**config.mk**
```make
export PLATFORM = sky130hd
export DESIGN_NAME = telemetry_core
export DESIGN_NICKNAME = d
export VERILOG_FILES = /design/src/uart_pkg.sv /design/src/telem_pkg.sv /design/src/telemetry_core.sv /design/src/uart_rx.sv /design/src/uart_tx.sv /design/src/hex_dump.sv /design/src/axis_logger.sv
export VERILOG_INCLUDE_DIRS = /design/src
export SDC_FILE = /design/constraint.sdc
export NUM_CORES = 2
export LEC_CHECK = 0
export CAP_MARGIN = 25
export CORE_ASPECT_RATIO = 2
export CORE_MARGIN = 10
export CORE_UTILIZATION = 47
export CTS_BUF_LIST = sky130_fd_sc_hd__clkbuf_8 sky130_fd_sc_hd__clkbuf_16
export CTS_CLUSTER_DIAMETER = 40
export DETAILED_ROUTE_END_ITERATION = 10
export DONT_BUFFER_PORTS = 1
export PLACE_DENSITY_LB_ADDON = 0.15
export SLEW_MARGIN = 20
export SYNTH_ARGS = -nofsm -noshare
export SYNTH_HDL_FRONTEND = slang
export SYNTH_SLANG_ARGS = --single-unit
```
**constraint.sdc**
```tcl
create_clock -name clock -period 4.9 [get_ports clock]
set_clock_uncertainty 0.1 [all_clocks]
set_input_delay 0.98 -clock clock [delete_from_list [all_inputs] [get_ports clock]]
set_output_delay 0.98 -clock clock [all_outputs]
set_load 0.02 [all_outputs]
```
**src/telem_cfg.svh**
```systemverilog
`ifndef TELEM_CFG_SVH
`define TELEM_CFG_SVH

// Capture word layout
`define LOG_WIDTH 32
`define SIG_WIDTH 3
`define IGN_WIDTH 29

// Logger FIFO and packet framing
`define FIFO_DEPTH 64
`define PACKET_SIZE 8   // Words per packet, tlast on the last one

// Serial link
`define UART_BIT_CYCLES 16  // Clocks per bit
`define DUMP_CMD 8'h61      // ASCII "a"

`endif
```
**src/uart_pkg.sv**
```systemverilog
`include "telem_cfg.svh"

package uart_pkg;

  typedef logic [7:0] byte_t;

  // Counts clocks inside one serial bit
  typedef logic [$clog2(`UART_BIT_CYCLES)-1:0] bit_cnt_t;

  typedef enum logic [1:0] {
    TX_IDLE,
    TX_START,
    TX_DATA,
    TX_STOP
  } tx_state_t;

  typedef enum logic [1:0] {
    RX_IDLE,
    RX_START,
    RX_DATA,
    RX_STOP
  } rx_state_t;

endpackage

```
**src/telem_pkg.sv**
```systemverilog
`include "telem_cfg.svh"

package telem_pkg;

  // One capture word, watched field on top
  typedef logic [`LOG_WIDTH-1:0] log_word_t;

  typedef logic [`SIG_WIDTH-1:0] sig_t;  // Watched signals
  typedef logic [`IGN_WIDTH-1:0] ign_t;  // Side bits, never trigger a capture

  // Fill level has to reach FIFO_DEPTH itself
  typedef logic [$clog2(`FIFO_DEPTH):0] level_t;

  typedef enum logic [1:0] {
    IDLE,     // Waiting for a request
    READ,     // Pulling the next word from the logger
    DIGIT,    // Sending hex digits of the held word
    NEWLINE   // Line feed after the last digit
  } dump_state_t;

endpackage

```
**src/telemetry_core.sv**
```systemverilog
module telemetry_core (
  input  logic              clock,
  input  logic              rst_i,
  input  logic              enable_i,
  input  telem_pkg::sig_t   change_i,
  input  telem_pkg::ign_t   ignore_i,
  input  logic              send_n_i,
  input  logic              uart_rx_i,
  output logic              uart_tx_o,
  output telem_pkg::level_t level_o,
  output logic              dumping_o
);

  import telem_pkg::*;
  import uart_pkg::*;

  // Logger to dumper stream
  logic      log_tvalid;
  logic      log_tready;
  logic      log_tlast;
  log_word_t log_tdata;

  // Dumper to transmitter stream
  logic      tx_tvalid;
  logic      tx_tready;
  byte_t     tx_tdata;

  logic      rx_valid;  // Command byte strobe
  byte_t     rx_data;

  axis_logger i_axis_logger (
    .clock      (clock),
    .rst_i      (rst_i),
    .enable_i   (enable_i),
    .change_i   (change_i),
    .ignore_i   (ignore_i),
    .m_tready_i (log_tready),
    .m_tvalid_o (log_tvalid),
    .m_tlast_o  (log_tlast),
    .m_tdata_o  (log_tdata),
    .level_o    (level_o)
  );

  hex_dump i_hex_dump (
    .clock        (clock),
    .rst_i        (rst_i),
    .send_n_i     (send_n_i),
    .cmd_valid_i  (rx_valid),
    .cmd_data_i   (rx_data),
    .s_tvalid_i   (log_tvalid),
    .s_tlast_i    (log_tlast),
    .s_tdata_i    (log_tdata),
    .m_tready_i   (tx_tready),
    .s_tready_o   (log_tready),
    .m_tvalid_o   (tx_tvalid),
    .m_tdata_o    (tx_tdata),
    .is_dumping_o (dumping_o)
  );

  uart_tx i_uart_tx (
    .clock      (clock),
    .rst_i      (rst_i),
    .s_tvalid_i (tx_tvalid),
    .s_tdata_i  (tx_tdata),
    .s_tready_o (tx_tready),
    .txd_o      (uart_tx_o)
  );

  uart_rx i_uart_rx (
    .clock     (clock),
    .rst_i     (rst_i),
    .rxd_i     (uart_rx_i),
    .m_valid_o (rx_valid),
    .m_data_o  (rx_data)
  );

endmodule

```
**src/uart_rx.sv**
```systemverilog
`include "telem_cfg.svh"

module uart_rx (
  input  logic            clock,
  input  logic            rst_i,
  input  logic            rxd_i,
  output logic            m_valid_o,
  output uart_pkg::byte_t m_data_o
);

  import uart_pkg::*;

  localparam bit_cnt_t BIT_LAST  = bit_cnt_t'(`UART_BIT_CYCLES - 1);
  localparam bit_cnt_t HALF_LAST = bit_cnt_t'(`UART_BIT_CYCLES / 2 - 1);

  rx_state_t  state;
  logic [1:0] rxd_sync;  // Two-flop synchronizer
  logic       rxd_prev;  // For the falling edge
  logic       rxd;
  bit_cnt_t   cnt;
  logic [2:0] bit_idx;
  byte_t      shreg;
  logic       valid_q;

  assign rxd = rxd_sync[1];

  always_ff @(posedge clock) begin
    if (rst_i) begin
      rxd_sync <= 2'b11;
      rxd_prev <= 1'b1;
    end else begin
      rxd_sync <= {rxd_sync[0], rxd_i};
      rxd_prev <= rxd;
    end
  end

  always_ff @(posedge clock) begin
    if (rst_i) begin
      state   <= RX_IDLE;
      cnt     <= '0;
      bit_idx <= '0;
      valid_q <= 1'b0;
    end else begin
      valid_q <= 1'b0;
      case (state)
        RX_IDLE: begin
          cnt <= '0;
          if (rxd_prev && !rxd) begin
            state <= RX_START;
          end
        end
        RX_START: begin
          // Mid-start check filters glitches
          if (cnt == HALF_LAST) begin
            cnt     <= '0;
            bit_idx <= '0;
            state   <= rxd ? RX_IDLE : RX_DATA;
          end else begin
            cnt <= cnt + 1'b1;
          end
        end
        RX_DATA: begin
          if (cnt == BIT_LAST) begin
            cnt     <= '0;
            bit_idx <= bit_idx + 1'b1;
            if (bit_idx == 3'd7) begin
              state <= RX_STOP;
            end
          end else begin
            cnt <= cnt + 1'b1;
          end
        end
        RX_STOP: begin
          if (cnt == BIT_LAST) begin
            cnt     <= '0;
            valid_q <= rxd;  // Bad stop bit drops the byte
            state   <= RX_IDLE;
          end else begin
            cnt <= cnt + 1'b1;
          end
        end
        default: state <= RX_IDLE;
      endcase
    end
  end

  // LSB arrives first, shift in from the top
  always_ff @(posedge clock) begin
    if (state == RX_DATA && cnt == BIT_LAST) begin
      shreg <= {rxd, shreg[7:1]};
    end
  end

  assign m_valid_o = valid_q;
  assign m_data_o  = shreg;  // Stable until the next frame's data bits

endmodule

```
**src/uart_tx.sv**
```systemverilog
`include "telem_cfg.svh"

module uart_tx (
  input  logic            clock,
  input  logic            rst_i,
  input  logic            s_tvalid_i,
  input  uart_pkg::byte_t s_tdata_i,
  output logic            s_tready_o,
  output logic            txd_o
);

  import uart_pkg::*;

  localparam bit_cnt_t BIT_LAST = bit_cnt_t'(`UART_BIT_CYCLES - 1);

  tx_state_t  state;
  bit_cnt_t   cnt;
  logic [2:0] bit_idx;
  byte_t      shreg;    // Remaining data bits, LSB goes next
  logic       txd_q;
  logic       bit_end;

  assign bit_end = (cnt == BIT_LAST);

  always_ff @(posedge clock) begin
    if (rst_i) begin
      state   <= TX_IDLE;
      cnt     <= '0;
      bit_idx <= '0;
      txd_q   <= 1'b1;  // Line idles high
    end else begin
      cnt <= (state == TX_IDLE || bit_end) ? '0 : cnt + 1'b1;
      case (state)
        TX_IDLE: begin
          if (s_tvalid_i) begin
            txd_q <= 1'b0;  // Start bit
            state <= TX_START;
          end
        end
        TX_START: begin
          if (bit_end) begin
            txd_q   <= shreg[0];
            bit_idx <= '0;
            state   <= TX_DATA;
          end
        end
        TX_DATA: begin
          if (bit_end) begin
            bit_idx <= bit_idx + 1'b1;
            if (bit_idx == 3'd7) begin
              txd_q <= 1'b1;  // Stop bit
              state <= TX_STOP;
            end else begin
              txd_q <= shreg[0];
            end
          end
        end
        TX_STOP: begin
          if (bit_end) begin
            state <= TX_IDLE;
          end
        end
        default: state <= TX_IDLE;
      endcase
    end
  end

  always_ff @(posedge clock) begin
    if (state == TX_IDLE && s_tvalid_i) begin
      shreg <= s_tdata_i;
    end else if (bit_end && (state == TX_START || state == TX_DATA)) begin
      shreg <= shreg >> 1;
    end
  end

  assign s_tready_o = (state == TX_IDLE);
  assign txd_o      = txd_q;

endmodule

```
**src/hex_dump.sv**
```systemverilog
`include "telem_cfg.svh"

module hex_dump (
  input  logic                 clock,
  input  logic                 rst_i,
  input  logic                 send_n_i,
  input  logic                 cmd_valid_i,
  input  uart_pkg::byte_t      cmd_data_i,
  input  logic                 s_tvalid_i,
  input  logic                 s_tlast_i,
  input  telem_pkg::log_word_t s_tdata_i,
  input  logic                 m_tready_i,
  output logic                 s_tready_o,
  output logic                 m_tvalid_o,
  output uart_pkg::byte_t      m_tdata_o,
  output logic                 is_dumping_o
);

  import telem_pkg::*;
  import uart_pkg::*;

  localparam int DIGITS = `LOG_WIDTH / 4;
  localparam int IDX_W  = $clog2(DIGITS);

  dump_state_t      state;
  logic             send_q;    // Registered button, active high
  logic             request;
  log_word_t        word_q;    // Shifted left one nibble per digit
  logic             last_q;    // Held word closes the packet
  logic [IDX_W-1:0] nib_idx;
  logic [3:0]       nibble;
  byte_t            hex_char;

  always_ff @(posedge clock) begin
    if (rst_i) begin
      send_q <= 1'b0;
    end else begin
      send_q <= ~send_n_i;
    end
  end

  // Either source starts a dump, only looked at while idle
  assign request = send_q || (cmd_valid_i && cmd_data_i == `DUMP_CMD);

  assign nibble = word_q[`LOG_WIDTH-1 -: 4];

  always_comb begin
    if (nibble < 4'd10) begin
      hex_char = 8'h30 + {4'h0, nibble};  // 0..9
    end else begin
      hex_char = 8'h37 + {4'h0, nibble};  // A..F, uppercase
    end
  end

  always_ff @(posedge clock) begin
    if (rst_i) begin
      state   <= IDLE;
      last_q  <= 1'b0;
      nib_idx <= '0;
    end else begin
      case (state)
        IDLE: begin
          if (request) begin
            state <= READ;
          end
        end
        READ: begin
          if (s_tvalid_i) begin
            last_q  <= s_tlast_i;
            nib_idx <= '0;
            state   <= DIGIT;
          end
        end
        DIGIT: begin
          if (m_tready_i) begin
            nib_idx <= nib_idx + 1'b1;
            if (nib_idx == IDX_W'(DIGITS - 1)) begin
              state <= NEWLINE;
            end
          end
        end
        NEWLINE: begin
          if (m_tready_i) begin
            state <= last_q ? IDLE : READ;  // One packet per dump
          end
        end
        default: state <= IDLE;
      endcase
    end
  end

  // Payload word, loaded on read and shifted per digit sent
  always_ff @(posedge clock) begin
    if (state == READ && s_tvalid_i) begin
      word_q <= s_tdata_i;
    end else if (state == DIGIT && m_tready_i) begin
      word_q <= word_q << 4;
    end
  end

  assign s_tready_o   = (state == READ);
  assign m_tvalid_o   = (state == DIGIT) || (state == NEWLINE);
  assign m_tdata_o    = (state == NEWLINE) ? 8'h0A : hex_char;
  assign is_dumping_o = (state != IDLE);

endmodule

```
**src/axis_logger.sv**
```systemverilog
`include "telem_cfg.svh"

module axis_logger (
  input  logic                clock,
  input  logic                rst_i,
  input  logic                enable_i,
  input  telem_pkg::sig_t     change_i,
  input  telem_pkg::ign_t     ignore_i,
  input  logic                m_tready_i,
  output logic                m_tvalid_o,
  output logic                m_tlast_o,
  output telem_pkg::log_word_t m_tdata_o,
  output telem_pkg::level_t   level_o
);

  import telem_pkg::*;

  localparam int PTR_W = $clog2(`FIFO_DEPTH);
  localparam int PKT_W = $clog2(`PACKET_SIZE);

  sig_t             change_q;     // Last value of the watched field
  logic             cap_valid_q;  // Capture pending for the FIFO
  log_word_t        cap_word_q;
  log_word_t        mem [`FIFO_DEPTH];
  logic [PTR_W-1:0] wr_ptr;
  logic [PTR_W-1:0] rd_ptr;
  level_t           level;
  logic [PKT_W-1:0] pkt_cnt;      // Words read inside the current packet
  logic             full;
  logic             wr_en;
  logic             rd_en;

  assign full  = (level == level_t'(`FIFO_DEPTH));
  assign wr_en = cap_valid_q && !full;  // Dropped when full
  assign rd_en = m_tvalid_o && m_tready_i;

  // Change detect, the word lands in the FIFO one cycle later
  always_ff @(posedge clock) begin
    if (rst_i) begin
      change_q    <= '0;
      cap_valid_q <= 1'b0;
    end else begin
      change_q    <= change_i;
      cap_valid_q <= enable_i && (change_i != change_q);
    end
  end

  always_ff @(posedge clock) begin
    cap_word_q <= {change_i, ignore_i};
  end

  // Circular buffer storage
  always_ff @(posedge clock) begin
    if (wr_en) begin
      mem[wr_ptr] <= cap_word_q;
    end
  end

  always_ff @(posedge clock) begin
    if (rst_i) begin
      wr_ptr  <= '0;
      rd_ptr  <= '0;
      level   <= '0;
      pkt_cnt <= '0;
    end else begin
      if (wr_en) begin
        wr_ptr <= wr_ptr + 1'b1;
      end
      if (rd_en) begin
        rd_ptr <= rd_ptr + 1'b1;
        if (pkt_cnt == PKT_W'(`PACKET_SIZE - 1)) begin
          pkt_cnt <= '0;  // Packet boundary passed
        end else begin
          pkt_cnt <= pkt_cnt + 1'b1;
        end
      end
      case ({wr_en, rd_en})
        2'b10:   level <= level + 1'b1;
        2'b01:   level <= level - 1'b1;
        default: level <= level;
      endcase
    end
  end

  // Head word is stable until it is taken
  assign m_tvalid_o = (level != '0);
  assign m_tdata_o  = mem[rd_ptr];
  assign m_tlast_o  = (pkt_cnt == PKT_W'(`PACKET_SIZE - 1));
  assign level_o    = level;

endmodule

```
==> impl_metrics.prom <==
# TYPE chip_impl_metric gauge
chip_impl_metric{name="finalHoldViolations",unit=""} 0
chip_impl_metric{name="clkLatencyLatePin",unit="ns"} 0.87
chip_impl_info{name="reg2reg_from",value="i_axis_logger.level_o[1]"} 1
chip_impl_metric{name="crit_path_max_fanout",unit=""} 11
chip_impl_info{name="yosys-top-cells-area",value="sky130_fd_sc_hd__edfxtp_1 75%, sky130_fd_sc_hd__mux4_2 12%, sky130_fd_sc_hd__mux2i_1 3.0%, sky130_fd_sc_hd__dfxtp_1 2.3%, sky130_fd_sc_hd__a22oi_1 1.3%"} 1
chip_impl_metric{name="via_density_per_instance",unit=""} 5.91
chip_impl_metric{name="crit_arrival",unit="ns"} 4.41
chip_impl_metric{name="share_of_synthesized_registers_carrying_an_async_set_or_reset",unit=""} 0
chip_impl_metric{name="drc_violation_total_after_the_first_tritonroute_iteration",unit=""} 3062
chip_impl_metric{name="post_route_cells_drive_above_1_share",unit=""} 0.249
chip_impl_info{name="cts_tree",value="built"} 1
chip_impl_metric{name="cts.htree.levels",unit=""} 4
chip_impl_metric{name="clock-sinks",unit=""} 2189
chip_impl_metric{name="number_of_antenna_violations_at_the_first_check_in_global_routing",unit=""} 4
chip_impl_metric{name="syn-instance-count",unit=""} 3935
chip_impl_metric{name="floorplan.die.height",unit="um"} 617
chip_impl_metric{name="synth_largest_type_area_fraction",unit=""} 0.752
chip_impl_metric{name="synth_edf_count",unit=""} 2095
chip_impl_metric{name="max_cap_viol_count",unit=""} 0
chip_impl_metric{name="final_min_period_over_clock_period",unit=""} 0.772
chip_impl_metric{name="worst_pin_slew",unit="ns"} 1.09
chip_impl_metric{name="synth_area_per_cell",unit="um^2"} 21.3
chip_impl_metric{name="grt-ovfl-total",unit=""} 0
chip_impl_info{name="hold_path_class",value="primary input to flip-flop"} 1
chip_impl_info{name="largest_delay_share_family_worst_path",value="compound AO/OA/AOI/OAI gates"} 1
chip_impl_metric{name="fmaxAchievable",unit="GHz"} 0.264
chip_impl_metric{name="grt_max_degree",unit=""} 112
chip_impl_metric{name="core_area",unit="um^2"} 177000
chip_impl_metric{name="slew-limit-headroom",unit=""} 0.276
chip_impl_metric{name="power_density",unit="nW/um^2"} 450
chip_impl_metric{name="cts_post_setup_buffers_inserted",unit=""} 0
chip_impl_metric{name="nNetsFinal",unit=""} 4177
chip_impl_info{name="timing.hold.worst.start",value="change_i[2]"} 1
chip_impl_metric{name="whs",unit="ns"} 0.0520
chip_impl_info{name="ys_dominant_reg_cell",value="sky130_fd_sc_hd__edfxtp_1"} 1
chip_impl_metric{name="cts_hold_buf",unit=""} 0
chip_impl_info{name="path_common_cell",value="sky130_fd_sc_hd__ha_1"} 1
chip_impl_metric{name="postRouteAntennaNets",unit=""} 0
chip_impl_metric{name="via_count_of_the_first_global_routing_pass",unit=""} 40800
chip_impl_metric{name="detailroute.via_count",unit=""} 38900
chip_impl_metric{name="report.power.total",unit="mW"} 42.5
chip_impl_metric{name="final_core_util",unit=""} 0.534
chip_impl_metric{name="synthesis.yosys.warnings",unit=""} 0
chip_impl_metric{name="cts.repair.resized",unit=""} 0
chip_impl_metric{name="cts_buffers",unit=""} 202
chip_impl_metric{name="fp.dieArea",unit="um^2"} 196000
chip_impl_info{name="startpoint_type",value="flip-flop"} 1
chip_impl_info{name="status",value="finished clean"} 1
chip_impl_metric{name="synth_cell_type_count",unit=""} 62
chip_impl_metric{name="cp_slowest_stage_delay",unit="ns"} 0.49
chip_impl_metric{name="fin_setup_tns",unit="ns"} 0
chip_impl_metric{name="cp.buffers_inverters",unit=""} 2
chip_impl_metric{name="clock_pin_slew_of_the_registers_on_the_worst_case_setup_and_hold_paths",unit="ns"} 0.07
chip_impl_metric{name="synth.yosys.seq_area_share",unit=""} 0.775
chip_impl_metric{name="first_pass_iters",unit=""} 5
chip_impl_metric{name="worst-endpoint-required",unit="ns"} 5.53
chip_impl_metric{name="yosys_register_bits",unit=""} 2189
chip_impl_metric{name="design.portCount",unit=""} 46
chip_impl_metric{name="synth_area",unit="um^2"} 83600
chip_impl_info{name="cp_cell_instances",value="nor4_4, a31oi_1, buf_4, inv_1, ha_1, xor2_1, ha_1, nor3_1, a21oi_1, o221ai_1, o21ai_0, a211oi_1, mux2_2"} 1
chip_impl_metric{name="placed_cells",unit=""} 6222
chip_impl_metric{name="dp.final_hpwl",unit="um"} 127000
chip_impl_metric{name="p_leak",unit="nW"} 28.8
chip_impl_metric{name="global_route_wire_length_before_repair",unit="um"} 294000
chip_impl_info{name="rsz_0062_raised_after_global_routing",value="no"} 1
chip_impl_metric{name="finalMaxSlewViolations",unit=""} 0
chip_impl_info{name="crit_path_start",value="i_axis_logger.level_o[1]"} 1
chip_impl_metric{name="finalWeightedCongestion",unit=""} 0.802
chip_impl_metric{name="setup-violations-final",unit=""} 0
chip_impl_metric{name="track_usage",unit=""} 0.203
chip_impl_metric{name="cts-root-to-sink-buffers",unit=""} 4
chip_impl_metric{name="die_width",unit="um"} 318
chip_impl_metric{name="area_delta_synth_final",unit="%"} 12.9
chip_impl_metric{name="drt_drc_violations_left",unit=""} 0
chip_impl_metric{name="initial_utilization",unit=""} 0.473
chip_impl_metric{name="minimum_period_implied_by_the_final_worst_setup_slack",unit="ns"} 3.78
chip_impl_info{name="cp-end-kind",value="flip-flop"} 1
chip_impl_info{name="path_class",value="flip-flop to flip-flop"} 1
chip_impl_metric{name="number_of_buffers_added_on_ports",unit=""} 0
chip_impl_info{name="synth_largest_area_cell",value="sky130_fd_sc_hd__edfxtp_1"} 1
chip_impl_metric{name="placement_rows",unit=""} 218
chip_impl_metric{name="route.final.wire_length",unit="um"} 202000
chip_impl_metric{name="final_non_filler_cells",unit=""} 6586
chip_impl_info{name="root_buffer",value="sky130_fd_sc_hd__clkbuf_16"} 1
chip_impl_metric{name="ir_drop",unit="V"} 0.000330
chip_impl_metric{name="wl_per_cell",unit="um"} 30.7
chip_impl_info{name="critical_path_top_delay_cell",value="sky130_fd_sc_hd__dfxtp_1"} 1
chip_impl_metric{name="synth_fp_nets",unit=""} 3996
==> state kept, by name, summed over array words and instances, names as in the netlist, 2 cells and up, named ones only <==
register / count
i_axis_logger.change_q: 3
i_uart_tx.cnt: 4
i_uart_tx.state: 2
i_hex_dump.word_q: 32
i_axis_logger.rd_ptr: 6
i_axis_logger.cap_word_q: 32
i_hex_dump.state: 2
i_axis_logger.mem: 2048
i_uart_rx.bit_idx: 3
i_axis_logger.wr_ptr: 6
i_axis_logger.pkt_cnt: 3
i_uart_tx.shreg: 7
i_uart_tx.bit_idx: 3
i_uart_rx.rxd_sync: 2
i_uart_rx.cnt: 4
i_hex_dump.nib_idx: 3
i_axis_logger.level_o: 7
i_uart_rx.m_data_o: 8
==> stage by stage <==
stage	cell area, um^2	worst slack, ns
final	94400	1.12
after global placement	88000	0.975
after global routing	94400	0.864
after detailed placement	88000	1.13
after floorplan	83600	1.36
after CTS	94400	1.11
==> report_power, final <==
part           total (mW)  internal, mW  switching [mW]
clock network        15.6          8.76            6.80
registers            21.2          20.8           0.376
logic                5.71          2.58            3.13
==> path summary, 6_finish.rpt <==
kind	endpoint	slack, ns	depth (start not counted)
setup / recovery	i_axis_logger.level_o[6]	1.12	13
hold reg to reg	i_uart_rx.rxd_sync[1]	0.32	1
hold / removal	i_axis_logger.cap_word_q[31]	0.05	0
setup reg to reg	i_axis_logger.level_o[6]	1.12	13
==> routing by layer <==
layer,vias to the layer above,GRT usage,wire (um)
met1,21000,0.230,72300
li1,16700,-,-
met3,289,0.0211,7410
met2,904,0.393,116000
met4,0,0.0678,6330
met5,-,0,0
==> layout make-up <==
| class | instances | area, um^2 |
|---|---|---|
| diodes | 5 | 12.5 |
| clock buffers | 211 | 5220 |
| clock inverters | 148 | 1240 |
| fillers | 13500 | 82300 |
| inverters | 24 | 92.6 |
| multi-input cells | 1503 | 18200 |
| flip-flops and latches | 2189 | 64900 |
| well taps | 2310 | 2890 |
| repair buffers | 196 | 1920 |
==> synth_stat cells (all sizes together) (2+ instances only) <==
| cell | instances |
|---|---|
| a2111oi | 2 |
| a211o | 2 |
| a211oi | 13 |
| a21o | 2 |
| a21oi | 46 |
| a221o | 28 |
| a221oi | 2 |
| a22o | 29 |
| a22oi | 141 |
| a31oi | 7 |
| a32oi | 2 |
| and2 | 3 |
| and3 | 6 |
| buf | 129 |
| clkbuf | 90 |
| dfxtp | 94 |
| edfxtp | 2095 |
| ha | 24 |
| inv | 24 |
| mux2 | 6 |
| mux2i | 250 |
| mux4 | 456 |
| nand2 | 97 |
| nand2b | 10 |
| nand3 | 73 |
| nand3b | 4 |
| nand4 | 3 |
| nor2 | 122 |
| nor2b | 21 |
| nor3 | 10 |
| nor3b | 5 |
| nor4 | 6 |
| o211ai | 2 |
| o21ai | 72 |
| o21bai | 2 |
| o22a | 3 |
| o22ai | 4 |
| or2 | 4 |
| or3 | 7 |
| or3b | 2 |
| xnor2 | 12 |
| xor2 | 11 |
==> kinds of logic after synthesis <==
family,after synthesis,share of synthesized area
AND/OR/NAND/NOR,377,0.0209
adder cells (fa/ha/maj),24,0.00359
multiplexers,712,0.154
XOR/XNOR,23,0.00241
buffers and inverters,243,0.0139
flip-flops,2189,0.775
AO/OA/AOI/OAI,367,0.0309
==> layout by cell type, fill, tap and decap left out, drive strengths merged, types with 28 or more instances in the layout <==
| cell type | n |
|---|---|
| dfxtp | 94 |
| inv | 72 |
| nor2 | 122 |
| a21oi | 46 |
| buf | 196 |
| nand2 | 97 |
| clkbuf | 211 |
| o21ai | 72 |
| nand3 | 73 |
| edfxtp | 2095 |
| mux2i | 250 |
| a22oi | 141 |
| a221o | 28 |
| clkinv | 74 |
| mux4 | 456 |
| a22o | 29 |
Power figures use the tool's default switching activity.
